`src/switch_settings.svh`:
```
`ifndef SWITCH_SETTINGS_SVH
`define SWITCH_SETTINGS_SVH

// ****************************************
// Switch dimensions
// ****************************************

// Ingress ports, and egress ports
`define SW_PORTS 4

// Priority levels, 3 is the highest
`define SW_PRIOS 4

// Shared packet buffer geometry
`define SW_PAGE_WORDS 8
`define SW_PAGES 32
`define SW_WORD_W 16

`endif

```
`src/buffer_pkg.sv`:
```
`include "switch_settings.svh"

package buffer_pkg;

    // Page number in the shared buffer
    typedef logic [$clog2(`SW_PAGES)-1:0] page_id_t;

    // Word offset inside one page
    typedef logic [$clog2(`SW_PAGE_WORDS)-1:0] word_idx_t;

    // One data word as stored in the buffer
    typedef logic [`SW_WORD_W-1:0] word_t;

    // Arbiter requester number
    // 0 .. SW_PORTS-1 are ingress ports, the rest are egress ports
    typedef logic [$clog2(2 * `SW_PORTS)-1:0] peer_id_t;

endpackage

```
`src/packet_pkg.sv`:
```
`include "switch_settings.svh"

package packet_pkg;

    typedef logic [$clog2(`SW_PORTS)-1:0] port_id_t;
    typedef logic [$clog2(`SW_PRIOS)-1:0] prio_t;

    // Word count of a packet minus one
    typedef logic [$clog2(`SW_PAGE_WORDS)-1:0] pkt_len_t;

    // Header word layout
    localparam int HDR_DEST_LSB = 0;
    localparam int HDR_PRIO_LSB = 2;

    // One stored packet as seen by the egress queues
    typedef struct packed {
        buffer_pkg::page_id_t page;
        pkt_len_t             len;
        prio_t                prio;
    } pkt_desc_t;

    // Broadcast from the buffer to every egress port
    typedef struct packed {
        logic      vld;
        port_id_t  dest;
        pkt_desc_t desc;
    } join_t;

endpackage

```
`src/buf_bus_if.sv`:
```
interface buf_bus_if;
    import buffer_pkg::*;

    // Request side
    logic      req;
    logic      first;
    logic      last;
    logic      we;
    page_id_t  page;
    word_idx_t idx;
    word_t     wdata;

    // Arbiter side
    logic      grant;
    page_id_t  alloc_page;
    word_t     rdata;

    modport requester (
        output req, first, last, we, page, idx, wdata,
        input  grant, alloc_page, rdata
    );

    modport arbiter (
        input  req, first, last, we, page, idx, wdata,
        output grant, alloc_page, rdata
    );

endinterface

```
`src/entry_fifo.sv`:
```
module entry_fifo #(
    parameter type item_t = logic,
    parameter int  DEPTH  = 4
) (
    input  logic  clk,
    input  logic  rst_n,
    input  logic  push,
    input  item_t push_item,
    input  logic  pop,
    output item_t head,
    output logic  empty
);
    localparam int PTR_W = (DEPTH > 1) ? $clog2(DEPTH) : 1;
    localparam int CNT_W = $clog2(DEPTH + 1);

    item_t            mem [DEPTH];
    logic [PTR_W-1:0] wr_ptr;
    logic [PTR_W-1:0] rd_ptr;
    logic [CNT_W-1:0] count;
    logic             do_push;
    logic             do_pop;

    assign empty  = (count == '0);
    assign head   = mem[rd_ptr];
    assign do_pop = pop && !empty;
    // A full FIFO still takes a push when the head leaves in the same cycle
    assign do_push = push && ((count != CNT_W'(DEPTH)) || do_pop);

    always_ff @(posedge clk) begin
        if (do_push) begin
            mem[wr_ptr] <= push_item;
        end
    end

    always_ff @(posedge clk) begin
        if (!rst_n) begin
            wr_ptr <= '0;
            rd_ptr <= '0;
            count  <= '0;
        end else begin
            if (do_push) begin
                wr_ptr <= (wr_ptr == PTR_W'(DEPTH - 1)) ? '0 : wr_ptr + 1'b1;
            end
            if (do_pop) begin
                rd_ptr <= (rd_ptr == PTR_W'(DEPTH - 1)) ? '0 : rd_ptr + 1'b1;
            end
            if (do_push && !do_pop) begin
                count <= count + 1'b1;
            end else if (do_pop && !do_push) begin
                count <= count - 1'b1;
            end
        end
    end

endmodule

```
`src/egress_port.sv`:
```
`include "switch_settings.svh"

module egress_port #(
    parameter int PORT_ID = 0
) (
    input  logic              clk,
    input  logic              rst_n,
    input  packet_pkg::join_t join_bus,
    input  logic              ready,
    output logic              rd_sop,
    output logic              rd_eop,
    output logic              rd_vld,
    output buffer_pkg::word_t rd_data,
    buf_bus_if.requester      bus
);
    import buffer_pkg::*;
    import packet_pkg::*;

    logic [`SW_PRIOS-1:0] q_push;
    logic [`SW_PRIOS-1:0] q_pop;
    logic [`SW_PRIOS-1:0] q_empty;
    pkt_desc_t            q_head [`SW_PRIOS];
    logic                 hit;
    prio_t                pick;
    logic                 start;
    logic                 busy;
    pkt_desc_t            cur;
    word_idx_t            rd_idx;
    logic                 rd_last;

    // ****************************************
    // Priority queues
    // ****************************************
    assign hit = join_bus.vld && (join_bus.dest == port_id_t'(PORT_ID));

    for (genvar p = 0; p < `SW_PRIOS; p++) begin : g_queue
        assign q_push[p] = hit && (join_bus.desc.prio == prio_t'(p));
        assign q_pop[p]  = start && (pick == prio_t'(p));

        // Deep enough for every page to sit in one queue
        entry_fifo #(
            .item_t (pkt_desc_t),
            .DEPTH  (`SW_PAGES)
        ) u_queue (
            .clk       (clk),
            .rst_n     (rst_n),
            .push      (q_push[p]),
            .push_item (join_bus.desc),
            .pop       (q_pop[p]),
            .head      (q_head[p]),
            .empty     (q_empty[p])
        );
    end

    // Strict priority, the highest non-empty queue wins
    always_comb begin
        pick = '0;
        for (int p = 0; p < `SW_PRIOS; p++) begin
            if (!q_empty[p]) begin
                pick = prio_t'(p);
            end
        end
    end

    // ready only matters when a packet is about to start
    assign start = !busy && ready && !(&q_empty);

    // ****************************************
    // Readout
    // ****************************************
    assign rd_last = (rd_idx == word_idx_t'(cur.len));

    always_ff @(posedge clk) begin
        if (start) begin
            cur <= q_head[pick];
        end
    end

    always_ff @(posedge clk) begin
        if (!rst_n) begin
            busy   <= 1'b0;
            rd_idx <= '0;
            rd_vld <= 1'b0;
            rd_sop <= 1'b0;
            rd_eop <= 1'b0;
        end else begin
            // Read data comes back one cycle after the grant
            rd_vld <= bus.grant;
            rd_sop <= bus.grant && (rd_idx == '0);
            rd_eop <= bus.grant && rd_last;
            if (start) begin
                busy   <= 1'b1;
                rd_idx <= '0;
            end else if (bus.grant) begin
                if (rd_last) begin
                    busy <= 1'b0;
                end else begin
                    rd_idx <= rd_idx + 1'b1;
                end
            end
        end
    end

    assign bus.req   = busy;
    assign bus.we    = 1'b0;
    assign bus.first = 1'b0;
    // Last read also returns the page to the free list
    assign bus.last  = rd_last;
    assign bus.page  = cur.page;
    assign bus.idx   = rd_idx;
    assign bus.wdata = '0;
    assign rd_data   = bus.rdata;

endmodule

```
`src/flat_wrapper.sv`:
```
// flat-port wrapper written by rule: the top's interface ports become plain ports
module egress_port_flat import buffer_pkg::*; import packet_pkg::*;
#(
    parameter int PORT_ID = 0
)
  (clk, rst_n, join_bus, ready, rd_sop, rd_eop, rd_vld, rd_data, bus_req, bus_first, bus_last, bus_we, bus_page, bus_idx, bus_wdata, bus_grant, bus_alloc_page, bus_rdata);
  buf_bus_if bus_i ();
  input  logic clk;
  input  logic rst_n;
  input  packet_pkg::join_t join_bus;
  input  logic ready;
  output logic rd_sop;
  output logic rd_eop;
  output logic rd_vld;
  output buffer_pkg::word_t rd_data;
  output wire logic [$bits(bus_i.req)-1:0] bus_req;
  output wire logic [$bits(bus_i.first)-1:0] bus_first;
  output wire logic [$bits(bus_i.last)-1:0] bus_last;
  output wire logic [$bits(bus_i.we)-1:0] bus_we;
  output wire logic [$bits(bus_i.page)-1:0] bus_page;
  output wire logic [$bits(bus_i.idx)-1:0] bus_idx;
  output wire logic [$bits(bus_i.wdata)-1:0] bus_wdata;
  input wire logic [$bits(bus_i.grant)-1:0] bus_grant;
  input wire logic [$bits(bus_i.alloc_page)-1:0] bus_alloc_page;
  input wire logic [$bits(bus_i.rdata)-1:0] bus_rdata;
  assign bus_req = bus_i.req;
  assign bus_first = bus_i.first;
  assign bus_last = bus_i.last;
  assign bus_we = bus_i.we;
  assign bus_page = bus_i.page;
  assign bus_idx = bus_i.idx;
  assign bus_wdata = bus_i.wdata;
  assign bus_i.grant = bus_grant;
  assign bus_i.alloc_page = bus_alloc_page;
  assign bus_i.rdata = bus_rdata;
  egress_port #(.PORT_ID(PORT_ID)) u_core (.clk(clk), .rst_n(rst_n), .join_bus(join_bus), .ready(ready), .rd_sop(rd_sop), .rd_eop(rd_eop), .rd_vld(rd_vld), .rd_data(rd_data), .bus(bus_i));
endmodule
```
`config.mk`:
```
export PLATFORM = sky130hd
export DESIGN_NAME = egress_port_flat
export DESIGN_NICKNAME = d
export VERILOG_FILES = /design/src/buffer_pkg.sv /design/src/packet_pkg.sv /design/src/buf_bus_if.sv /design/src/entry_fifo.sv /design/src/egress_port.sv /design/src/flat_wrapper.sv
export VERILOG_INCLUDE_DIRS = /design/src
export SDC_FILE = /design/constraint.sdc
export NUM_CORES = 1
export LEC_CHECK = 0
export BUFFER_PORTS_ARGS = -buffer_cell sky130_fd_sc_hd__clkbuf_2
export CAP_MARGIN = 20
export CORE_MARGIN = 1.5
export CORE_UTILIZATION = 30
export CTS_CLUSTER_SIZE = 16
export DETAILED_ROUTE_END_ITERATION = 10
export GPL_TIMING_DRIVEN = 0
export PLACE_DENSITY = 0.49
export SETUP_SLACK_MARGIN = 0.02
export SYNTH_ARGS = -nofsm -noshare
export SYNTH_HDL_FRONTEND = slang
export SYNTH_HIERARCHICAL = 1
export SYNTH_SLANG_ARGS = --single-unit
```
`constraint.sdc`:
```
create_clock -name clk -period 5.25 [get_ports clk]
set_input_delay 0.2625 -clock clk [delete_from_list [all_inputs] [get_ports clk]]
set_output_delay 0.2625 -clock clk [all_outputs]
set_load 0.02 [all_outputs]
```
# == Word-level counts from Yosys, hierarchy flattened ==
# Memories as Yosys holds them, arrays and structs flattened. A register that Yosys moved wholly into a read port is not among the register bits.
# Index checks and enable logic that the tools add are counted.
# totals
register_bits,79
ram_bits,1280
mem_count,4
input_bits,38
# classes
n_mux,41
add_sub_neg,17
n_eq_ne,19
bitwise_logic,3
magnitude_cmp,1
n_reduce_logical,65
# memory_table
name,words,width,read_ports,rd_clocked_by_memory_dff,write_ports,line,text
u_core.g_queue[0].u_queue.mem,32,10,1,1,1,entry_fifo.sv:16,item_t mem [DEPTH];
u_core.g_queue[1].u_queue.mem,32,10,1,1,1,entry_fifo.sv:16,
u_core.g_queue[2].u_queue.mem,32,10,1,1,1,entry_fifo.sv:16,
u_core.g_queue[3].u_queue.mem,32,10,1,1,1,entry_fifo.sv:16,
# op_table
cell,count
$mux 5,16
$mux 6,8
$add 5x1->5 const B,8
$eq 5x5->1 const B,8
$logic_and 1x1->1,29
$add 6x1->6 const B,4
$logic_not 6->1,4
$ne 6x6->1 const B,4
$sub 6x1->6 const B,4
$bmux 10 s2,1
$mux 10,2
$logic_not 1->1,14
$mux 1,12
$reduce_bool 2->1,6
$eq 2x2->1 const B,4
$logic_not 2->1,3
$eq 2x1->1 const B,2
$logic_or 1x1->1,4
$mux 2,2
$reduce_and 2->1,2
$reduce_and 4->1,1
$add 3x1->3 const B,1
$eq 3x3->1,1
$ge 3x3->1 const B,1
other kinds (4),5

# == Depth between registers and ports, before layout ==
# Gate-level depths: netlist of run 1.
# depth
ltp_word,13
ltp_mapped,16
mapped_depth_nobuf,14

# == Modules after synthesis ==
# Netlist of run 1, hierarchy kept.
# by_module_without_submodules
mod,instances,cells_each,area_per_inst_um2,seq_area_each_um2
entry_fifo (u_core.g_queue[0].u_queue ...),3,741,13535.5,10029.6
entry_fifo (u_core.g_queue[3].u_queue),1,732,13526.7,10029.6
egress_port,1,140,1281.2,380.4

# == Least setup slack after synthesis of run 1 ==
# No wires, ideal clock.
# synth_timing
path_type,register to register
from,register u_core.g_queue[3].u_queue.count[0]
to,register u_core.g_queue[0].u_queue.count[5]
setup_slack_ps,1284
t_arrival_ps,3838
stages_incl_launch_ff,16
t_required_ps,5122
setup_ps,128
path_buffers,1
period_less_slack_ps,3966
path_cell_list,dfxtp_1 > or4_4 > nor3_1 > buf_2 > nand2_1 > nor4b_1 > nand2b_1 > o31ai_4 > inv_6 > ha_1 > inv_1 > ha_1 > a211o_1 > o221a_2 > nand4_1 > nand4b_1
# synth_via
elab_chain_len,11
elab_cells_between_ends,16
# synth_lines
element,line,text
from (decl),entry_fifo.sv:19,logic [CNT_W-1:0] count;
from (signal assigned),entry_fifo.sv:48,count <= count + 1'b1;
from (signal assigned),entry_fifo.sv:50,count <= count - 1'b1;
$logic_not 6->1 *,entry_fifo.sv:23,assign empty = (count == '0);
net u_core.q_empty[3],egress_port.sv:21,logic [`SW_PRIOS-1:0] q_empty;
$reduce_and 4->1,egress_port.sv:66,assign start = !busy && ready && !(&q_empty);
$logic_not 1->1,egress_port.sv:66,
$logic_and 1x1->1,egress_port.sv:66,
$logic_and 1x1->1 *,egress_port.sv:38,assign q_pop[p] = start && (pick == prio_t'(p));
net u_core.q_pop[0],egress_port.sv:20,logic [`SW_PRIOS-1:0] q_pop;
$logic_and 1x1->1 *,entry_fifo.sv:25,assign do_pop = pop && !empty;
$logic_or 1x1->1 *,entry_fifo.sv:27,assign do_push = push && ((count != CNT_W'(DEPTH)) || do_pop);
$logic_and 1x1->1 *,entry_fifo.sv:27,
net u_core.g_queue[0].u_queue.do_push,entry_fifo.sv:20,logic do_push;
$logic_not 1->1,entry_fifo.sv:49,end else if (do_pop && !do_push) begin
$logic_and 1x1->1,entry_fifo.sv:49,
$reduce_bool 2->1 (no line),n/a,
to (signal assigned),entry_fifo.sv:48,
to (signal assigned),entry_fifo.sv:50,
to (decl),entry_fifo.sv:19,
# The timed path passes the listed nets; every way through them passes the cells marked *.
# A chain may end at the register's enable or synchronous reset.

# == Worst setup path in the final report of run 1 ==
# layout_timing
from,register u_core.g_queue[0].u_queue.count[0]
to,register u_core.g_queue[0].u_queue.count[5]
# layout_via
elab_chain_len,11
elab_cells_between_ends,19
# layout_lines
element,line
$logic_not 6->1 *,entry_fifo.sv:23
net u_core.q_empty[0],egress_port.sv:21
$reduce_and 4->1 *,egress_port.sv:66
$logic_not 1->1 *,egress_port.sv:66
$logic_and 1x1->1 *,egress_port.sv:66
$logic_and 1x1->1 *,egress_port.sv:38
net u_core.q_pop[0],egress_port.sv:20
$logic_and 1x1->1 *,entry_fifo.sv:25
$logic_or 1x1->1 *,entry_fifo.sv:27
$logic_and 1x1->1 *,entry_fifo.sv:27
net u_core.g_queue[0].u_queue.do_push,entry_fifo.sv:20
$logic_not 1->1,entry_fifo.sv:49
$logic_and 1x1->1,entry_fifo.sv:49
$reduce_bool 2->1 (no line),n/a
# The timed path passes the listed nets; every way through them passes the cells marked *. The select of a mux whose other input is x is not followed.

==> summary.txt, run 1 <==
Route
  • First-pass iteration count of the detailed router: 5
  • Routed WL per cell: 21.2 um
  • DR vias: between 20000 and 25000
  • Total Wirelength: 106 mm
  • DRT iter0 DRCs: 1841
  • Final ANT Viol Nets: 0
  • Residual DRC: 0
  • Vias/cell: between 4 and 5

Hold path
  • Worst min path class: in2reg
  • Hold path depth: 1

Clock network
  • CTS sink cnt: between 1000 and 1500
  • Cts bufs inserted: 119
  • Worst-path clk slew: roughly 0.060 ns
  • Post-CTS setup buffer count: 0
  • Clock Tree Buf Depth: 3
  • CTS tree: built
  • Root Buffer: clkbuf_16
  • Number of H-tree levels: 3
  • Clock Latency Late Sink: 0.71 ns

Layout
  • Most frequent cells in the layout: edfxtp_1, mux2i_1, nor2_1
  • Share of layout cells above drive strength 1: 18.2%
  • Seq. cell area: between 30000 and 40000 um2
  • Fill cell count: between 10000 and 15000
  • Diode count: 0
  • Area of the multi-input gates: 11900 um2
  • Synthesis-to-layout area growth: 15.4%
  • # nets final: 2966
  • Commonest non-fill, non-tap cell in the layout: edfxtp_1
  • Utilization after layout: 34.9%

Run status
  • Status: finished, final reports clean

Floorplanning
  • Die area: between 150000 and 200000 um2
  • Die Ht: 394 um
  • Core area: 152000 um2
  • Starting Density: 30.2%
  • # rows: 143
  • Num ports: 85
  • Chip width: 394 um

STA
  • Final setup TNS: 0 ns
  • Fmax: 196 MHz
  • RSZ-0062 raised after global routing: no
  • Part of the cycle the worst path needs: 96.9%
  • Worst Hold Margin: roughly 0.055 ns
  • Setup ws final: 0.161 ns
  • Final Setup Violations: 0
  • Max transition margin: 15.5%
  • Actual slew at the worst max-slew pin: ~1.3 ns
  • Tmin final: around 5.1 ns
  • Final hold vios: 0
  • Layout Skew: 0.0224 ns
  • Max Transition Viols Final: 0

Critical path
  • Arrival @ worst endpoint: 5.67 ns
  • Critical path, cell by cell: or4_4 > nor3_1 > nor4b_1 > buf_2 > nand2b_1 > o31ai_4 > inv_6 > ha_1 > inv_1 > ha_1 > a211o_1 > o221a_2 > nand4_1 > nand4b_1
  • Highest net fanout along the worst path: 9
  • Crit. End Element: flip-flop
  • Max incr delay on CP: 0.97 ns
  • Critical Path RT: 5.83 ns
  • Worst reg2reg path depth: 14
  • Startpoint types: flip-flop
  • Setup CP Type: reg2reg
  • CP max-delay cell: nor3_1
  • Most used cell, CP: ha_1

Flow run
  • Max_cap viols: 0

Global routing
  • Largest net degree at the start of global routing: 109
  • Grt met3 use: 2.11%
  • Gr busiest metal: met2
  • Grt ovf: 0
  • Antenna violations before repair: 1
  • GR Util met1: slightly below 20%
  • Global-route usage over all layers: 13.5%
  • First-pass GRT wire length: 158 mm
  • Vias in the first global route: 24100
  • Met2 Use GR: between 20% and 30%

Synthesis
  • Warnings from Yosys: 6
  • Syn Inst Count: 2671
  • Average instance area after synthesis: about 17 um2
  • Synth Cell Area: 45900 um2

Power and ir drop
  • P_leak: 16.6 nW
  • Pwr Density: 374 nW/um2
  • Total power: 19.8 mW
  • Maximum vdd drop: 0.356 mV

Placement
  • RD Place Congestion: 0.767
  • Port Buffers: 45
  • DPL Wire Length: 67.9 mm
  • Pre-CTS setup slack: about 0.29 ns
registers in the layout, summed over array words and instances, names as in the netlist, named ones only:
register / cells
u_core/bus.idx: 3
u_core/bus.page: 5
u_core/g_queue.u_queue/count: 24
u_core/cur: 3
u_core/rd_vld: 1
u_core/rd_sop: 1
u_core/rd_eop: 1
u_core/g_queue.u_queue/wr_ptr: 20
u_core/bus.req: 1
u_core/g_queue.u_queue/rd_ptr: 20
u_core/g_queue.u_queue/mem: 1024
routing by layer:
layer	part of all wire, %	wire length (um)	vias to the layer above
met5	0	0	-
met4	2.0	2170	0
met3	4.3	4530	135
met2	46	48800	517
met1	48	50500	12200
li1	-	-	11000
worst paths after layout:
path,endpoint,startpoint,slack [ns]
min reg2reg,u_core/g_queue[0].u_queue/wr_ptr[3],u_core/g_queue[0].u_queue/wr_ptr[3],0.52
min,u_core/g_queue[0].u_queue/mem[17][5],join_bus[5],0.05
max reg2reg,u_core/g_queue[0].u_queue/count[5],u_core/g_queue[0].u_queue/count[0],0.16
max,u_core/g_queue[0].u_queue/count[5],u_core/g_queue[0].u_queue/count[0],0.16
metrics by stage:
step	area, um2	cells
2_1_floorplan	45900	2688
3_3_place_gp	48700	4763
3_5_place_dp	49000	4773
4_1_cts	52900	5003
5_1_grt	52900	5003
6_report	52900	5003
worst max-delay path: cells and delay by family (launching register included):
kind,cells,cell delay (ns)
compound gates,3,1.12
fa+ha+maj,2,0.65
buf+inv,3,0.63
flops,1,0.35
simple gates,6,2.19
timing repair:
item                       in CTS  in global routing
hold endpoints to repair      137                  0
gates resized for setup         0                  2
hold buffers                    7                  0
setup endpoints to repair       0                  1
power breakdown:
part	switching (mW)	internal, mW	total [mW]
Sequential	0.0935	9.88	9.97
Clock	3.44	4.89	8.33
Combinational	0.958	0.544	1.50
Total	4.49	15.3	19.8
area by class of cell:
cell class | instances | share of cell area, %
timing repair buffer | 62 | 1.12
sequential | 1123 | 62.0
multi-input combinational | 1342 | 22.5
clock buffer | 166 | 6.21
tap | 2030 | 4.80
clock inverter | 57 | 1.11
inverter | 32 | 0.265
buffer | 191 | 1.99
(Power assumes the default switching activity.)
==> run 2, diff against run 1 <==
--- a/config.mk
+++ b/config.mk
@@ -14,7 +14,7 @@
 export DETAILED_ROUTE_END_ITERATION = 10
 export GPL_TIMING_DRIVEN = 0
 export PLACE_DENSITY = 0.49
-export SETUP_SLACK_MARGIN = 0.02
+export SETUP_SLACK_MARGIN = 0.2
 export SYNTH_ARGS = -nofsm -noshare
 export SYNTH_HDL_FRONTEND = slang
 export SYNTH_HIERARCHICAL = 1
==> summary.txt, run 2 (synthesized netlist as in run 1, its figures left out) <==
Critical path
  • Highest net fanout along the worst path: 10 (+1)
  • Crit. End Element: flip-flop
  • Max incr delay on CP: 0.61 ns (-0.36 ns)
  • CP Depth: 16 (+2)
  • Worst setup path endpoint: u_core/g_queue[0].u_queue/count[5]
  • CP startpoint: u_core/g_queue[3].u_queue/count[0]
  • Startpoint types: flip-flop
  • CP bufs+invs: 4 (+1)
  • R2r setup slk: 0.54 ns (+0.38 ns)
  • Critical R2R Launch: u_core/g_queue[3].u_queue/count[0]
  • Critical Path RT: 5.83 ns (about the same)
  • Critical path, cell by cell: or4_4 > nor3_1 > buf_2 > nand2_1 > nor4b_2 > buf_2 > nand2b_1 > o31ai_4 > inv_6 > ha_1 > inv_1 > ha_1 > a211o_1 > o221a_2 > nand4_1 > nand4b_1
  • CP delay by family, top: simple AND/OR/NAND/NOR gates
  • CP max-delay cell: or4_4
  • Reg2Reg Capture Point: u_core/g_queue[0].u_queue/count[5]
  • Worst reg2reg path depth: 16 (+2)
  • Setup CP Type: reg2reg
  • Arrival @ worst endpoint: 5.29 ns (-0.38 ns)

STA
  • Final Setup Violations: 0 (unchanged)
  • Worst Hold Margin: 0.0600 ns (+0.00504 ns)
  • Max transition margin: 27.6% (+12 points)
  • Final setup TNS: 0 ns (unchanged)
  • Max Transition Viols Final: 0 (unchanged)
  • Fmax: 212 MHz (+8.1%)
  • Part of the cycle the worst path needs: 89.6% (-7.3 points)
  • Final hold vios: 0 (unchanged)
  • RSZ-0062 raised after global routing: no
  • Layout Skew: 0.0208 ns (-0.00161 ns)
  • Setup ws final: 0.544 ns (+0.383 ns)
  • Actual slew at the worst max-slew pin: 1.08 ns (-0.177 ns)
  • Tmin final: 4.71 ns (-0.383 ns)

Power and ir drop
  • Pwr Density: 374 nW/um2 (about the same)
  • Maximum vdd drop: 0.356 mV (about the same)
  • P_leak: 16.6 nW (about the same)

Placement
  • Pre-CTS setup slack: 0.289 ns (unchanged)
  • Placed inst area: 49000 um2 (unchanged)
  • DPL Wire Length: 67.9 mm (unchanged)
  • Post-Place Cells: 4773 (unchanged)
  • RD Place Congestion: 0.767 (unchanged)
  • Port Buffers: 45 (unchanged)

Clock network
  • Cts bufs inserted: 119 (unchanged)
  • Clock Latency Late Sink: 0.71 ns (about the same)
  • Clock Tree Buf Depth: 3 (unchanged)
  • Worst-path clk slew: 0.06 ns (about the same)
  • Number of H-tree levels: 3 (unchanged)
  • CTS sink cnt: 1123 (unchanged)
  • Root Buffer: clkbuf_16
  • CTS tree: built
  • Post-CTS setup buffer count: 0 (unchanged)

Layout
  • # nets final: 2966 (unchanged)
  • Synthesis-to-layout area growth: 15.5% (about the same)
  • Share of layout cells above drive strength 1: 18.3% (+0.067 points)
  • Fill cell count: 14400 (+0.0069%)
  • Post-route design area: 53000 um2 (about the same)
  • Commonest non-fill, non-tap cell in the layout: edfxtp_1
  • Non-filler cells, final: 5003 (unchanged)
  • Biggest regs: u_core/g_queue.u_queue/mem: 1024 flops, u_core/g_queue.u_queue/count: 24 flops
  • Diode count: 0 (unchanged)
  • Max FFs per register: 1024 (unchanged)
  • Most frequent cells in the layout: edfxtp_1, mux2i_1, nor2_1
  • Area of the multi-input gates: 11900 um2 (about the same)
  • Seq. cell area: 32800 um2 (unchanged)
  • Largest Register: u_core/g_queue.u_queue/mem

Hold path
  • Worst min path class: in2reg
  • Worst Hold Launch: join_bus[5]

Run status
  • Status: finished, final reports clean

Floorplanning
  • # rows: 143 (unchanged)
  • Die area: 155000 um2 (unchanged)
  • Chip width: 394 um (unchanged)
  • Starting Density: 30.2% (unchanged)
  • Die Ht: 394 um (unchanged)
  • Num ports: 85 (unchanged)
  • Core area: 152000 um2 (unchanged)

Route
  • Residual DRC: 0 (unchanged)
  • Total Wirelength: 106 mm (about the same)
  • DRT iter0 DRCs: 1925 (+4.6%)
  • Routed WL per cell: 21.2 um (about the same)
  • DR vias: 23900 (+0.17%)
  • Final ANT Viol Nets: 0 (unchanged)
  • Vias/cell: 4.78 (+0.17%)
  • First-pass iteration count of the detailed router: 5 (unchanged)

Global routing
  • Antenna violations before repair: 1 (unchanged)
  • Largest net degree at the start of global routing: 109 (unchanged)
  • First-pass GRT wire length: 158 mm (unchanged)
  • Grt ovf: 0 (unchanged)
  • Vias in the first global route: 24100 (unchanged)
  • Global-route usage over all layers: 13.5% (unchanged)

Flow run
  • Max_cap viols: 0 (unchanged)
-- run 2: layout make-up --
cell class	instances	share of cell area, %
multi-input combinational	1342	22.6
timing repair buffer	62	1.12
clock inverter	57	1.11
buffer	191	1.99
clock buffer	166	6.21
tap	2030	4.80
inverter	32	0.265
sequential	1123	62.0
-- run 2: worst min-delay path by stage --
stage / to / slack, ns / cells after the start
floorplan: u_core/g_queue[0].u_queue/mem[0][2] / 0.36 / 0
global placement: u_core/g_queue[2].u_queue/wr_ptr[3] / 0.50 / 2
detailed placement: u_core/g_queue[2].u_queue/rd_ptr[3] / 0.50 / 2
CTS: u_core/g_queue[3].u_queue/mem[13][8] / 0.05 / 1
global route: u_core/g_queue[0].u_queue/mem[17][5] / 0.07 / 1
finish: u_core/g_queue[0].u_queue/mem[17][5] / 0.06 / 1
-- run 2: what timing repair did --
action	in CTS	in global routing
resized for setup	0	4
hold buffers	7	0
hold endpoints to repair	137	0
endpoints found under the setup margin	0	5
-- run 2: worst reg2reg max path, cell delays in order (launching register included) --
cell      delay (ns)
dfxtp_1         0.37
or4_4           0.61
nor3_1          0.33
buf_2           0.30
nand2_1         0.20
nor4b_2         0.34
buf_2           0.25
nand2b_1        0.17
o31ai_4         0.14
inv_6           0.19
ha_1            0.31
inv_1           0.20
ha_1            0.38
a211o_1         0.31
o221a_2         0.26
nand4_1         0.11
nand4b_1        0.11
-- run 2: per-layer routing --
metal / up-vias / routed length (um) / share of wire [%] / GRT usage, %
met5: - / 0 / 0 / 0
met4: 0 / 2170 / 2.0 / 3.65
met3: 133 / 4720 / 4.5 / 2.11
met2: 502 / 48900 / 46 / 21.1
met1: 12300 / 50100 / 47 / 19.3
li1: 11000 / - / - / -
-- run 2: power breakdown --
| part | internal [mW] | switching (mW) | leakage (nW) |
|---|---|---|---|
| clock network | 4.89 | 3.43 | 1.90 |
| logic | 0.546 | 0.960 | 4.70 |
| registers | 9.88 | 0.0933 | 10.0 |
-- run 2: per-stage QoR --
| step | utilization, % | total power, mW |
|---|---|---|
| after floorplan | - | 11.0 |
| after global placement | 32.1 | 11.6 |
| after detailed placement | 32.3 | 11.6 |
| after CTS | 34.9 | 20.0 |
| after global routing | 34.9 | 20.5 |
| final | 34.9 | 19.8 |
