<file path="config.mk">
export PLATFORM = sky130hd
export DESIGN_NAME = ingress_port_flat
export DESIGN_NICKNAME = d
export VERILOG_FILES = /design/src/buffer_pkg.sv /design/src/buf_bus_if.sv /design/src/ingress_port.sv /design/src/flat_wrapper.sv
export VERILOG_INCLUDE_DIRS = /design/src
export SDC_FILE = /design/constraint.sdc
export NUM_CORES = 1
export LEC_CHECK = 0
export BUFFER_PORTS_ARGS = -buffer_cell sky130_fd_sc_hd__buf_2
export CORE_UTILIZATION = 32
export CTS_BUF_LIST = sky130_fd_sc_hd__clkbuf_2
export DETAILED_ROUTE_END_ITERATION = 8
export PLACE_DENSITY = 0.58
export SYNTH_ARGS = -nofsm -noshare
export SYNTH_HDL_FRONTEND = slang
export SYNTH_SLANG_ARGS = --single-unit
</file>
<file path="constraint.sdc">
create_clock -name clk -period 2.65 [get_ports clk]
set_input_delay 0.3975 -clock clk [delete_from_list [all_inputs] [get_ports clk]]
set_output_delay 0.3975 -clock clk [all_outputs]
set_load 0.01 [all_outputs]
</file>
<file path="src/switch_settings.svh">
`ifndef SWITCH_SETTINGS_SVH
`define SWITCH_SETTINGS_SVH

// ****************************************
// Switch dimensions
// ****************************************

// Ingress ports, and egress ports
`define SW_PORTS 4

// Priority levels, 3 is the highest
`define SW_PRIOS 4

// Shared packet buffer geometry
`define SW_PAGE_WORDS 8
`define SW_PAGES 32
`define SW_WORD_W 16

`endif

</file>
<file path="src/buffer_pkg.sv">
`include "switch_settings.svh"

package buffer_pkg;

    // Page number in the shared buffer
    typedef logic [$clog2(`SW_PAGES)-1:0] page_id_t;

    // Word offset inside one page
    typedef logic [$clog2(`SW_PAGE_WORDS)-1:0] word_idx_t;

    // One data word as stored in the buffer
    typedef logic [`SW_WORD_W-1:0] word_t;

    // Arbiter requester number
    // 0 .. SW_PORTS-1 are ingress ports, the rest are egress ports
    typedef logic [$clog2(2 * `SW_PORTS)-1:0] peer_id_t;

endpackage

</file>
<file path="src/buf_bus_if.sv">
interface buf_bus_if;
    import buffer_pkg::*;

    // Request side
    logic      req;
    logic      first;
    logic      last;
    logic      we;
    page_id_t  page;
    word_idx_t idx;
    word_t     wdata;

    // Arbiter side
    logic      grant;
    page_id_t  alloc_page;
    word_t     rdata;

    modport requester (
        output req, first, last, we, page, idx, wdata,
        input  grant, alloc_page, rdata
    );

    modport arbiter (
        input  req, first, last, we, page, idx, wdata,
        output grant, alloc_page, rdata
    );

endinterface

</file>
<file path="src/ingress_port.sv">
`include "switch_settings.svh"

module ingress_port (
    input  logic              clk,
    input  logic              rst_n,
    input  logic              wr_sop,
    input  logic              wr_eop,
    input  logic              wr_vld,
    input  buffer_pkg::word_t wr_data,
    output logic              pause,
    buf_bus_if.requester      bus
);
    import buffer_pkg::*;

    localparam int CNT_W = $clog2(`SW_PAGE_WORDS) + 1;

    word_t            stage [`SW_PAGE_WORDS];
    logic [CNT_W-1:0] rx_cnt;
    logic [CNT_W-1:0] rx_base;
    logic [CNT_W-1:0] rx_next;
    logic             rx_room;
    logic             sending;
    word_idx_t        tx_idx;
    page_id_t         page_q;
    logic             tx_first;
    logic             tx_last;

    // ****************************************
    // Receive side
    // ****************************************

    // Start of packet restarts the word count
    assign rx_base = wr_sop ? '0 : rx_cnt;
    assign rx_room = !rx_base[CNT_W-1];
    assign rx_next = (wr_vld && rx_room) ? rx_base + 1'b1 : rx_base;

    always_ff @(posedge clk) begin
        if (!sending && wr_vld && rx_room) begin
            stage[rx_base[CNT_W-2:0]] <= wr_data;
        end
    end

    // ****************************************
    // Transmit side
    // ****************************************
    assign tx_first = (tx_idx == '0);
    assign tx_last  = (rx_cnt == {1'b0, tx_idx} + 1'b1);

    always_ff @(posedge clk) begin
        if (!rst_n) begin
            rx_cnt  <= '0;
            sending <= 1'b0;
            tx_idx  <= '0;
        end else if (!sending) begin
            rx_cnt <= rx_next;
            if (wr_eop && (rx_next != '0)) begin
                sending <= 1'b1;
            end
        end else if (bus.grant) begin
            if (tx_last) begin
                sending <= 1'b0;
                tx_idx  <= '0;
                rx_cnt  <= '0;
            end else begin
                tx_idx <= tx_idx + 1'b1;
            end
        end
    end

    // Page handed out with the grant of word 0
    always_ff @(posedge clk) begin
        if (bus.grant && tx_first) begin
            page_q <= bus.alloc_page;
        end
    end

    assign pause     = sending;
    assign bus.req   = sending;
    assign bus.we    = 1'b1;
    assign bus.first = tx_first;
    assign bus.last  = tx_last;
    assign bus.page  = page_q;
    assign bus.idx   = tx_idx;
    assign bus.wdata = stage[tx_idx];

endmodule

</file>
<file path="src/flat_wrapper.sv">
// flat-port wrapper written by rule: the top's interface ports become plain ports
module ingress_port_flat import buffer_pkg::*;
  (clk, rst_n, wr_sop, wr_eop, wr_vld, wr_data, pause, bus_req, bus_first, bus_last, bus_we, bus_page, bus_idx, bus_wdata, bus_grant, bus_alloc_page, bus_rdata);
  buf_bus_if bus_i ();
  input  logic clk;
  input  logic rst_n;
  input  logic wr_sop;
  input  logic wr_eop;
  input  logic wr_vld;
  input  buffer_pkg::word_t wr_data;
  output logic pause;
  output wire logic [$bits(bus_i.req)-1:0] bus_req;
  output wire logic [$bits(bus_i.first)-1:0] bus_first;
  output wire logic [$bits(bus_i.last)-1:0] bus_last;
  output wire logic [$bits(bus_i.we)-1:0] bus_we;
  output wire logic [$bits(bus_i.page)-1:0] bus_page;
  output wire logic [$bits(bus_i.idx)-1:0] bus_idx;
  output wire logic [$bits(bus_i.wdata)-1:0] bus_wdata;
  input wire logic [$bits(bus_i.grant)-1:0] bus_grant;
  input wire logic [$bits(bus_i.alloc_page)-1:0] bus_alloc_page;
  input wire logic [$bits(bus_i.rdata)-1:0] bus_rdata;
  assign bus_req = bus_i.req;
  assign bus_first = bus_i.first;
  assign bus_last = bus_i.last;
  assign bus_we = bus_i.we;
  assign bus_page = bus_i.page;
  assign bus_idx = bus_i.idx;
  assign bus_wdata = bus_i.wdata;
  assign bus_i.grant = bus_grant;
  assign bus_i.alloc_page = bus_alloc_page;
  assign bus_i.rdata = bus_rdata;
  ingress_port u_core (.clk(clk), .rst_n(rst_n), .wr_sop(wr_sop), .wr_eop(wr_eop), .wr_vld(wr_vld), .wr_data(wr_data), .pause(pause), .bus(bus_i));
endmodule
</file>
# Word level (Yosys, flattened, before mapping)
# Memory sizes are Yosys's and may differ from the RTL's. A register that Yosys moved wholly into a read port is not among the register bits.
# Cells that the tools add are included.
classes:
  bitwise_logic: 0
  n_div: 0
  n_reduce_logical: 11
  addsub: 3
  order_cmp: 0
  n_mux: 14
  shifts: 0
  mul: 0
  n_eq_ne: 3
ops:
  columns: ["cell", "n"]
  rows:
  - ["$mux 4", 5]
  - ["$mux 3", 3]
  - ["$mux 1", 6]
  - ["$logic_and 1x1->1", 5]
  - ["$add 3x1->4 const B", 1]
  - ["$add 4x1->4 const B", 1]
  - ["$eq 4x4->1", 1]
  - ["$ne 2x2->1 const B", 2]
  - ["$reduce_and 2->1", 2]
  - ["$reduce_bool 4->1", 1]
  - ["$add 3x1->3 const B", 1]
  - ["$logic_not 3->1", 1]
  - ["$logic_not 1->1", 2]
word_totals:
  ram_bits: 128
  output_inout_bits: 29
  n_memories: 1
  wordCells: 36
  rom_bits: 0
  latch_bits: 0
  register_bits: 13
  in_bits: 43
mem_list:
  columns: ["name", "depth", "width", "rd", "rd_clocked_by_memory_dff", "write_ports", "line", "text"]
  rows:
  - ["u_core.stage", 8, 16, 1, 1, 1, "ingress_port.sv:17", "word_t stage [`SW_PAGE_WORDS];"]

# Longest topological paths before layout
# Gate-level depths: netlist (run 1).
depth:
  depth_word: 8
  mapped_depth: 6
  mapped_depth_nobuf: 6

# Least setup slack after synthesis (run 1)
# Ideal clock, no wire load.
synth_path:
  path_kind: "flip-flop to flip-flop"
  start: "register u_core.sending (netlist: u_core.bus.req)"
  end: "memory u_core.stage[4][0] (netlist name), enable pin"
  n_path_buf: 1
  period_less_slack_ps: 2387
  path_slack_ps: 263
  arrival_ps: 1977
  setup_time_ps: 409
  required_time_ps: 2241
  stages_incl_launch_ff: 5
  cell_sequence: "dfxtp_1 -> buf_2 -> nor2_1 -> nand3_1 -> nor3_1"
synth_between:
  elab_chain_cells: 5
synth_lines:
  columns: ["element", "line", "text"]
  rows:
  - ["from (decl)", "ingress_port.sv:22", "logic sending;"]
  - ["from (signal assigned)", "ingress_port.sv:52", "sending <= 1'b0;"]
  - ["from (signal assigned)", "ingress_port.sv:57", "sending <= 1'b1;"]
  - ["from (signal assigned)", "ingress_port.sv:61", "sending <= 1'b0;"]
  - ["$logic_not 1->1", "ingress_port.sv:38", "if (!sending && wr_vld && rx_room) begin"]
  - ["$logic_and 1x1->1 (2 in a row)", "ingress_port.sv:38", null]
  - ["$mux 1", "ingress_port.sv:38", null]
  - ["$mux 1 (implied by the code)", "ingress_port.sv:39", "stage[rx_base[CNT_W-2:0]] <= wr_data;"]
  - ["to (decl)", "ingress_port.sv:17", null]
# Every way passes these cells.

==> key figures, run 1 <==
Layout
  – Post-layout instance area: around 0.007 mm2
  – Number of fillers in the final layout: between 1500 and 2000
  – P&R area growth vs syn: 22.91%
  – Commonest non-fill, non-tap cell in the layout: sky130_fd_sc_hd__edfxtp_1
  – Leading cell types in the layout, fill and taps excluded: sky130_fd_sc_hd__edfxtp_1, sky130_fd_sc_hd__buf_2, sky130_fd_sc_hd__mux4_2
  – Layout cell share with drive strength beyond 1: between 40% and 50%
  – Layout net count: 424
  – Total inserted antenna cells: 0

Route
  – Via-per-instance ratio: ~4.8
  – First-iteration detailed-routing DRC count: ~190
  – Vias after detailed routing: between 2000 and 3000
  – Drt drc: 0
  – Drt total wl: ~12000 um
  – DR pass1 iterations: 4
  – Detailed-route wire length per cell: 18.82 um
  – Number of nets with antenna violations after detailed routing: 0

Worst setup path
  – Setup slack on the worst flop-to-flop path: approximately 400 ps
  – Crit start category: register
  – Data arrival, critical path: approximately 2300 ps
  – Largest driver fanout on the critical path: 8
  – Top delay family on crit path: multiplexers
  – Crit path largest cell delay: approximately 500 ps
  – Cell breakdown of the critical path: buf_12 > buf_16 > mux4_2 > mux2_4 > buf_6
  – Endpoint of the most critical register-to-register path: u_core.bus.req
  – Bufs and invs on worst path: 3
  – Critical Path Sink: bus_wdata[3]
  – Critical Path End Type: output pin
  – Depth of the worst register-to-register path: 7
  – Crit Path Category: register to output pin
  – Crit Reg-Reg Startpoint: u_core.bus.idx[0]
  – Critical path's slowest cell: sky130_fd_sc_hd__mux4_2
  – Depth of the critical timing path with buffers and inverters included: 5
  – CP required: roughly 2300 ps

Logic synthesis
  – Mean instance size in the synthesized netlist: around 21 um2
  – Netlist area before placement: 0.005767 mm2
  – Portion of netlist area occupied by mux cells: ~17%
  – Post-synthesis xor/xnor area fraction: less than 1%
  – Area contributors post-synth: sky130_fd_sc_hd__edfxtp_1, sky130_fd_sc_hd__mux4_1, sky130_fd_sc_hd__dfxtp_1, sky130_fd_sc_hd__mux2_2, sky130_fd_sc_hd__mux4_2
  – Total of flip-flops plus latches after synthesis: between 100 and 150
  – Number of nets in the synthesized netlist: between 300 and 400
  – Number of enable-type register cells in the synthesized netlist: approximately 130
  – Proportion of register bits with asynchronous set or reset after synthesis: 0%
  – Number of cells produced by synthesis: 279
  – Combinational family with the most area after synthesis: multiplexers
  – Prevailing post-synth register cell: sky130_fd_sc_hd__edfxtp_1
  – Leading area contributor after synthesis: sky130_fd_sc_hd__edfxtp_1
  – Portion of the post-synthesis area used by sequential elements: 73.07%
  – Synthesized-area fraction occupied by ao, oa, aoi and oai cells: 2.430%
  – Synth cell types: roughly 40
  – Synthesis Warnings: 0
  – Share of Yosys cell area claimed by the top area cell type: between 60% and 70%
  – Adder and majority cell fraction of the synthesized area: less than 1%
  – Simple-gate share of the synthesized area: under 10%

Floorplan
  – Die Height: 136.2 um
  – Initial cell density of the core: between 30% and 40%
  – Cell row count: between 40 and 50
  – Std-Cell Core Area: 0.01748 mm2
  – Horizontal die dimension: roughly 140 um
  – I/O pin count: 72
  – Die Area: between 0.015 and 0.02 mm2

Global route
  – Antenna violations before repair: 0
  – Maximum number of pins on one net before global-route repair: 33
  – Global-route track usage on met2: between 20 and 25%
  – Overflow left after global routing: 0
  – Met3 track demand over resource in global routing: between 4 and 5%
  – Met1 demand-to-capacity share in global routing: ~17%
  – Highest-utilization routing layer at the global route stage: met2
  – First-pass GRT wire length: 18020 um
  – Vias in the first global route: approximately 3100
  – Global Route Usage Sum: 13.82%

Placement
  – Half-perimeter wire length of the detailed placement result: 6131 um
  – Weighted congestion at the end of routability-driven global placement: 0.8056
  – Placed cell area: around 0.0063 mm2
  – Worst slack at placement: 608.1 ps
  – Number of I/O port buffers: between 50 and 60

STA
  – Worst Slack Setup Final: -68.28 ps
  – Final Hold Fails: 0
  – Setup repair after global routing missed its margin: true
  – Final cycle utilization of the critical path: 102.6%
  – F_max: approximately 0.37 GHz
  – Clock tree skew after final layout: around 16 ps
  – Max-slew violations: 0
  – Setup violations, final: 14
  – Min cycle time layout: between 2000 and 3000 ps

Status
  – Violations in the final reports: negative setup slack
  – Result of the run: complete, but fails checks

Power
  – Portion of total power attributed to the clock network: 33.9%
  – Cell area power density: about 630 mW/mm2
  – Standby leakage power: 2.385 nW
  – Maximum resistive drop on vdd: about 0.32 mV
  – Internal power: 0.003491 W
  – Sequential cell fraction of total power: 56.6%
  – Comb power frac: a little under a tenth
  – Fraction of power spent switching nets: 22.41%
  – Switching power: 0.001008 W

Clocking
  – Clock transition time at the flip-flop clock pins of the worst setup and hold paths: 200 ps
  – Clock buffer count from CTS: 17
  – # clock sinks: 144
  – Insertion delay of the later-clocked pin in the worst-skew pair: 700 ps
  – Clock root buffer: sky130_fd_sc_hd__clkbuf_2
  – TritonCTS clock tree: yes
  – CTS max path bufs: 2
  – Count of H-tree levels built during CTS: 4

Hold path
  – Class of the most critical hold timing path: input pin to register

Flow run
  – Number of maximum-capacitance violations: 0
[registers in the layout, indices dropped and copies added, names as in the netlist, named ones only]
name	flops
u_core.bus.idx	3
u_core.bus.page	5
u_core.bus.req	1
u_core.rx_cnt	4
u_core.stage	128
[cells by family after synthesis]
kind of cell	count (synthesis)
muxes	48
AOI/OAI and AO/OA	20
xor gates and xnor gates	5
and+or+nand+nor	39
buffers and inverters	20
DFF	144
adders and majority gates	2
other	1
[power groups by stage]
stage | clock network (W) | logic, W | registers [W]
floorplan | 0 | 0.000187 | 0.00259
global placement | 0 | 0.000296 | 0.00259
detailed placement | 0 | 0.000304 | 0.00260
CTS | 0.00157 | 0.000443 | 0.00255
global route | 0.00166 | 0.000460 | 0.00255
finish | 0.00153 | 0.000424 | 0.00255
[worst reg2reg max path: stages (launching register included)]
cell                            delay [ps]
sky130_fd_sc_hd__dfxtp_4               420
sky130_fd_sc_hd__ha_1                  250
sky130_fd_sc_hd__xnor3_1               370
sky130_fd_sc_hd__o2111a_2              180
sky130_fd_sc_hd__buf_4                 150
sky130_fd_sc_hd__and2_1                170
sky130_fd_sc_hd__o22ai_1               110
sky130_fd_sc_hd__dlygate4sd3_1         560
[Yosys cell counts (3+ instances only)]
cell type,instances
sky130_fd_sc_hd__a21oi_1,3
sky130_fd_sc_hd__and2_1,3
sky130_fd_sc_hd__buf_6,4
sky130_fd_sc_hd__clkbuf_1,6
sky130_fd_sc_hd__dfxtp_1,11
sky130_fd_sc_hd__edfxtp_1,133
sky130_fd_sc_hd__inv_1,3
sky130_fd_sc_hd__mux2_2,16
sky130_fd_sc_hd__mux4_1,28
sky130_fd_sc_hd__mux4_2,4
sky130_fd_sc_hd__nand2_1,5
sky130_fd_sc_hd__nand2b_1,5
sky130_fd_sc_hd__nand3_1,6
sky130_fd_sc_hd__nor2_1,10
sky130_fd_sc_hd__o21ai_0,3
sky130_fd_sc_hd__o22ai_1,3
[stage by stage]
| stage | setup TNS, ps | hold WS [ps] | total power (W) | utilization [%] | cells |
|---|---|---|---|---|---|
| final | -654.1 | 406.8 | 0.004499 | 40.56 | 617 |
| after global routing | -3477 | 310.3 | 0.004676 | 40.56 | 617 |
| after CTS | -2568 | 324.1 | 0.004564 | 40.76 | 619 |
| after detailed placement | 0 | 575.9 | 0.002899 | 36.16 | 552 |
| after global placement | 0 | 558.1 | 0.002889 | 36.16 | 552 |
| after floorplan | 0 | 496.4 | 0.002777 | - | 279 |
[routing by layer]
metal  wire [um]  share of wire, %
met5           0                 0
met4         146               1.3
met3         464               4.0
met1        5083                44
met2        5917                51
[repair_timing]
| item | in CTS | in global routing |
|---|---|---|
| gates cloned | 3 | 0 |
| resized for setup | 69 | 2 |
| endpoints found under the hold margin | 141 | 0 |
| buffers inserted | 4 | 0 |
| hold buffers | 28 | 0 |
| setup endpoints to repair | 17 | 17 |
| pin swaps | 1 | 0 |
[cell type report]
cell class | count | area, um2 | share of cell area [%]
clock buffers | 17 | 85.08 | 1.200
multi-input cells | 115 | 1410 | 19.89
clock inverters | 15 | 234.0 | 3.301
well taps | 225 | 281.5 | 3.972
flip-flops and latches | 144 | 4223 | 59.58
inverters | 3 | 11.26 | 0.1589
repair buffers | 98 | 843.3 | 11.90
[worst min path at each step]
| stage | cells past startpoint | start | to |
|---|---|---|---|
| final | 2 | bus_alloc_page[0] | u_core.bus.page[0] |
| after global placement | 2 | u_core.rx_cnt[2] | u_core.rx_cnt[2] |
| after CTS | 2 | bus_alloc_page[2] | u_core.bus.page[2] |
| after global routing | 2 | bus_alloc_page[3] | u_core.bus.page[3] |
| after floorplan | 0 | bus_alloc_page[0] | u_core.bus.page[0] |
| after detailed placement | 1 | bus_alloc_page[1] | u_core.bus.page[1] |
(Power assumes the default switching activity.)
==> inputs of run 2 (changes only) <==
--- a/config.mk
+++ b/config.mk
@@ -6,11 +6,12 @@
 export SDC_FILE = /design/constraint.sdc
 export NUM_CORES = 1
 export LEC_CHECK = 0
+export ABC_AREA = 1
 export BUFFER_PORTS_ARGS = -buffer_cell sky130_fd_sc_hd__buf_2
 export CORE_UTILIZATION = 32
 export CTS_BUF_LIST = sky130_fd_sc_hd__clkbuf_2
 export DETAILED_ROUTE_END_ITERATION = 8
-export PLACE_DENSITY = 0.58
+export PLACE_DENSITY_LB_ADDON = 0.05
 export SYNTH_ARGS = -nofsm -noshare
 export SYNTH_HDL_FRONTEND = slang
 export SYNTH_SLANG_ARGS = --single-unit
==> run 2 against run 1 <==
The run now ends clean. Die area up 1.3%. Sequential cell count unchanged. Critical path type unchanged. Synthesized cell count grew 74%.
==> key figures, run 2 <==
Global route
  – First-pass GRT wire length: 20620 um (was 18020 um)
  – Antenna violations before repair: 1 (was 0)
  – Vias in the first global route: 3628 (was 3148)
  – Global Route Usage Sum: 15.45% (was 13.82%)
  – Maximum number of pins on one net before global-route repair: 47 (was 33)
  – Overflow left after global routing: 0 (unchanged)

Hold path
  – Hold Path Cell Cnt: 5 (was 2)
  – Class of the most critical hold timing path: input pin to register (unchanged)

Floorplan
  – I/O pin count: 72 (unchanged)
  – Initial cell density of the core: 32.63% (was 33.00%)
  – Die Height: 137.1 um (was 136.2 um)
  – Horizontal die dimension: 137.1 um (was 136.2 um)
  – Std-Cell Core Area: 0.01790 mm2 (was 0.01748 mm2)
  – Cell row count: 49 (was 48)
  – Die Area: 0.01880 mm2 (was 0.01856 mm2)

Logic synthesis
  – Simple-gate share of the synthesized area: 14.95% (was 3.537%)
  – Share of Yosys cell area claimed by the top area cell type: 68.37% (was 69.26%)
  – Post-synthesis xor/xnor area fraction: 0% (was 0.9980%)
  – Number of nets in the synthesized netlist: 530 (was 324)
  – Adder and majority cell fraction of the synthesized area: 0.4284% (was 0.4339%)
  – Synthesized-area fraction occupied by ao, oa, aoi and oai cells: 8.610% (was 2.430%)
  – Area contributors post-synth: sky130_fd_sc_hd__edfxtp_1, sky130_fd_sc_hd__nor2_1, sky130_fd_sc_hd__nand2_1, sky130_fd_sc_hd__o32ai_1, sky130_fd_sc_hd__dfxtp_1 (was sky130_fd_sc_hd__edfxtp_1, sky130_fd_sc_hd__mux4_1, sky130_fd_sc_hd__dfxtp_1, sky130_fd_sc_hd__mux2_2, sky130_fd_sc_hd__mux4_2)
  – Leading area contributor after synthesis: sky130_fd_sc_hd__edfxtp_1 (unchanged)
  – Total of flip-flops plus latches after synthesis: 144 (unchanged)
  – Proportion of register bits with asynchronous set or reset after synthesis: 0% (unchanged)
  – Synthesis Warnings: 0 (unchanged)
  – Mean instance size in the synthesized netlist: 12.05 um2 (was 20.67 um2)
  – Portion of netlist area occupied by mux cells: 0% (was 17.44%)
  – Combinational family with the most area after synthesis: simple AND/OR/NAND/NOR gates (was multiplexers)
  – Library cell with the highest instance count after synthesis: sky130_fd_sc_hd__edfxtp_1 (unchanged)
  – Prevailing post-synth register cell: sky130_fd_sc_hd__edfxtp_1 (unchanged)
  – Netlist area before placement: 0.005842 mm2 (was 0.005767 mm2)
  – Synth cell types: 24 (was 41)
  – Commonest cells post-synth: sky130_fd_sc_hd__edfxtp_1, sky130_fd_sc_hd__nor2_1, sky130_fd_sc_hd__nand2_1 (was sky130_fd_sc_hd__edfxtp_1, sky130_fd_sc_hd__mux4_1, sky130_fd_sc_hd__mux2_2)
  – Number of cells produced by synthesis: 485 (was 279)
  – Portion of the post-synthesis area used by sequential elements: 72.14% (was 73.07%)
  – Number of enable-type register cells in the synthesized netlist: 133 (unchanged)

Flow run
  – Number of maximum-capacitance violations: 0 (unchanged)

Layout
  – Layout cell share with drive strength beyond 1: 22.92% (was 40.05%)
  – Flip-flop count of the largest register after layout: 128 (unchanged)
  – Leading cell types in the layout, fill and taps excluded: sky130_fd_sc_hd__edfxtp_1, sky130_fd_sc_hd__nor2_1, sky130_fd_sc_hd__nand2_1 (was sky130_fd_sc_hd__edfxtp_1, sky130_fd_sc_hd__buf_2, sky130_fd_sc_hd__mux4_2)
  – Post-layout instance area: 0.007053 mm2 (was 0.007088 mm2)
  – Commonest non-fill, non-tap cell in the layout: sky130_fd_sc_hd__edfxtp_1 (unchanged)
  – P&R area growth vs syn: 20.73% (was 22.91%)
  – Layout net count: 622 (was 424)
  – Cell Count, Final, Fillers Out: 820 (was 617)

Worst setup path
  – Largest driver fanout on the critical path: 20 (was 8)
  – Crit path largest cell delay: 440 ps (was 500 ps)
  – Top delay family on crit path: flip-flops (was multiplexers)
  – Critical Path End Type: output pin (unchanged)
  – Depth of the critical timing path with buffers and inverters included: 7 (was 5)
  – Depth of the worst register-to-register path: 5 (was 7)
  – Cell breakdown of the critical path: inv_4 > buf_6 > nor2_1 > o32ai_1 > nand2_1 > nand2_1 > buf_2 (was buf_12 > buf_16 > mux4_2 > mux2_4 > buf_6)
  – Critical path's slowest cell: sky130_fd_sc_hd__dfxtp_4 (was sky130_fd_sc_hd__mux4_2)
  – Crit Path Category: register to output pin (unchanged)
  – Bufs and invs on worst path: 3 (unchanged)
  – Crit start category: register (unchanged)
  – Data arrival, critical path: 2050 ps (was 2320 ps)
  – CP required: 2250 ps (about the same)
  – Crit-path most repeated cell: sky130_fd_sc_hd__nand2_1

Placement
  – Placed cell area: 0.006440 mm2 (was 0.006320 mm2)
  – Weighted congestion at the end of routability-driven global placement: 0.7921 (was 0.8056)
  – Placed cell count: 757 (was 552)
  – Half-perimeter wire length of the detailed placement result: 7594 um (was 6131 um)
  – Number of I/O port buffers: 54 (unchanged)
  – Worst slack at placement: 678.2 ps (was 608.1 ps)

Route
  – DRT met1 WL: 6929 um (was 5083 um)
  – Via-per-instance ratio: 4.743 (was 4.770)
  – Vias after detailed routing: 3889 (was 2943)
  – Drt total wl: 14260 um (was 11610 um)
  – Number of nets with antenna violations after detailed routing: 0 (unchanged)
  – First-iteration detailed-routing DRC count: 180 (was 187)
  – Detail Route met3 WL: 580 um (was 464 um)
  – DR pass1 iterations: 4 (unchanged)
  – Highest metal layer with signal wires: met4 (unchanged)
  – Drt drc: 0 (unchanged)
  – Met2 wire length: 6548 um (was 5917 um)
  – Detailed-route wire length per cell: 17.39 um (was 18.82 um)

Clocking
  – Clock transition time at the flip-flop clock pins of the worst setup and hold paths: 200 ps (about the same)
  – Clock buffer count from CTS: 17 (unchanged)
  – Insertion delay of the later-clocked pin in the worst-skew pair: 690 ps (was 700 ps)
  – CTS max path bufs: 2 (unchanged)
  – TritonCTS clock tree: yes (unchanged)
  – # clock sinks: 144 (unchanged)
  – Count of H-tree levels built during CTS: 4 (unchanged)
  – Clock root buffer: sky130_fd_sc_hd__clkbuf_2 (unchanged)

STA
  – Clock tree skew after final layout: 33.04 ps (was 15.62 ps)
  – Hold_ws: 87.33 ps (was 406.8 ps)
  – Min cycle time layout: 2447 ps (was 2718 ps)
  – Max-slew violations: 0 (unchanged)
  – Remaining max-slew budget at the tightest pin: about 50%
  – Setup violations, final: 0 (was 14)
  – F_max: 0.4087 GHz (was 0.3679 GHz)
  – Setup repair after global routing missed its margin: true (unchanged)
  – Final Hold Fails: 0 (unchanged)
  – Final cycle utilization of the critical path: 92.33% (was 102.6%)
  – Worst Slack Setup Final: 203.1 ps (was -68.28 ps)
  – Worst Tran Pin Value: ~760 ps

Power
  – Total power: 0.004119 W (was 0.004499 W)
  – Cell area power density: 584.0 mW/mm2 (was 634.8 mW/mm2)
  – Standby leakage power: 2.548 nW (was 2.385 nW)
  – Maximum resistive drop on vdd: 0.2635 mV (was 0.3165 mV)

Status
  – Result of the run: finished clean (was complete, but fails checks)
[run 2: cell types whose count changed after synthesis, sizes merged, moves of 4 or more]
| cell | before | now |
|---|---|---|
| a21oi | 3 | 9 |
| buf | 10 | 15 |
| clkbuf | 7 | 11 |
| inv | 3 | 21 |
| mux2 | 16 | 0 |
| mux4 | 32 | 0 |
| nand2 | 5 | 84 |
| nand2b | 5 | 0 |
| nand3 | 6 | 13 |
| nor2 | 10 | 104 |
| nor3 | 1 | 8 |
| o21ai | 3 | 34 |
| o32ai | 1 | 32 |
[run 2: cell type report]
class / instances / area (um2)
fill: 1772 / 10850
sequential: 144 / 4227
multi-input combinational: 293 / 1488
timing repair buffer: 99 / 745.7
tap: 229 / 286.5
clock inverter: 11 / 116.4
clock buffer: 20 / 100.1
inverter: 22 / 85.08
antenna: 2 / 5.005
[run 2: repair_timing]
| item | in CTS | in global routing |
|---|---|---|
| buffers inserted | 0 | 5 |
| cloned | 0 | 2 |
| endpoints found under the hold margin | 140 | 0 |
| pin swaps | 1 | 1 |
| endpoints found under the setup margin | 13 | 13 |
| resized for setup | 7 | 10 |
| hold buffers | 23 | 0 |
[run 2: cells by family (layout without fill, tap and decap cells)]
kind of cell    Yosys count  count (layout)
compound gates           75              75
fa+ha+maj                 2               2
buf+inv                  48             152
flops                   144             144
other cells               1               3
simple gates            215             215
[run 2: routing by layer]
layer	vias to the layer above	GRT usage [%]
li1	1917	-
met1	1897	21.44
met2	61	23.40
met3	14	3.889
met4	0	5.311
met5	-	0
[run 2: worst paths after layout]
kind	start	end	slack (ps)
setup / recovery	register	bus_wdata[15]	200
hold / removal	wr_vld	u_core.rx_cnt[3]	90
setup reg to reg	u_core.rx_cnt[2]	u_core.stage[5][5]	870
hold reg to reg	u_core.bus.idx[1]	u_core.bus.idx[1]	570
[run 2: worst min-delay path: stages]
cell and delay (ps):
sky130_fd_sc_hd__buf_2 130, sky130_fd_sc_hd__nand2_1 60, sky130_fd_sc_hd__nand2_1 60, sky130_fd_sc_hd__nand2_1 60, sky130_fd_sc_hd__a21oi_1 50
[run 2: power by group]
group | switching [W] | internal (W) | leakage (nW)
sequential | 0.0000216 | 0.00252 | 1.30
clock | 0.000778 | 0.000430 | 0.129
combinational | 0.000219 | 0.000151 | 1.12
[run 2: stage by stage]
step	utilization (%)	setup TNS [ps]
after floorplan	-	0
after global placement	35.97	0
after detailed placement	35.97	0
after CTS	38.57	0
after global routing	39.40	-39.93
final	39.40	0
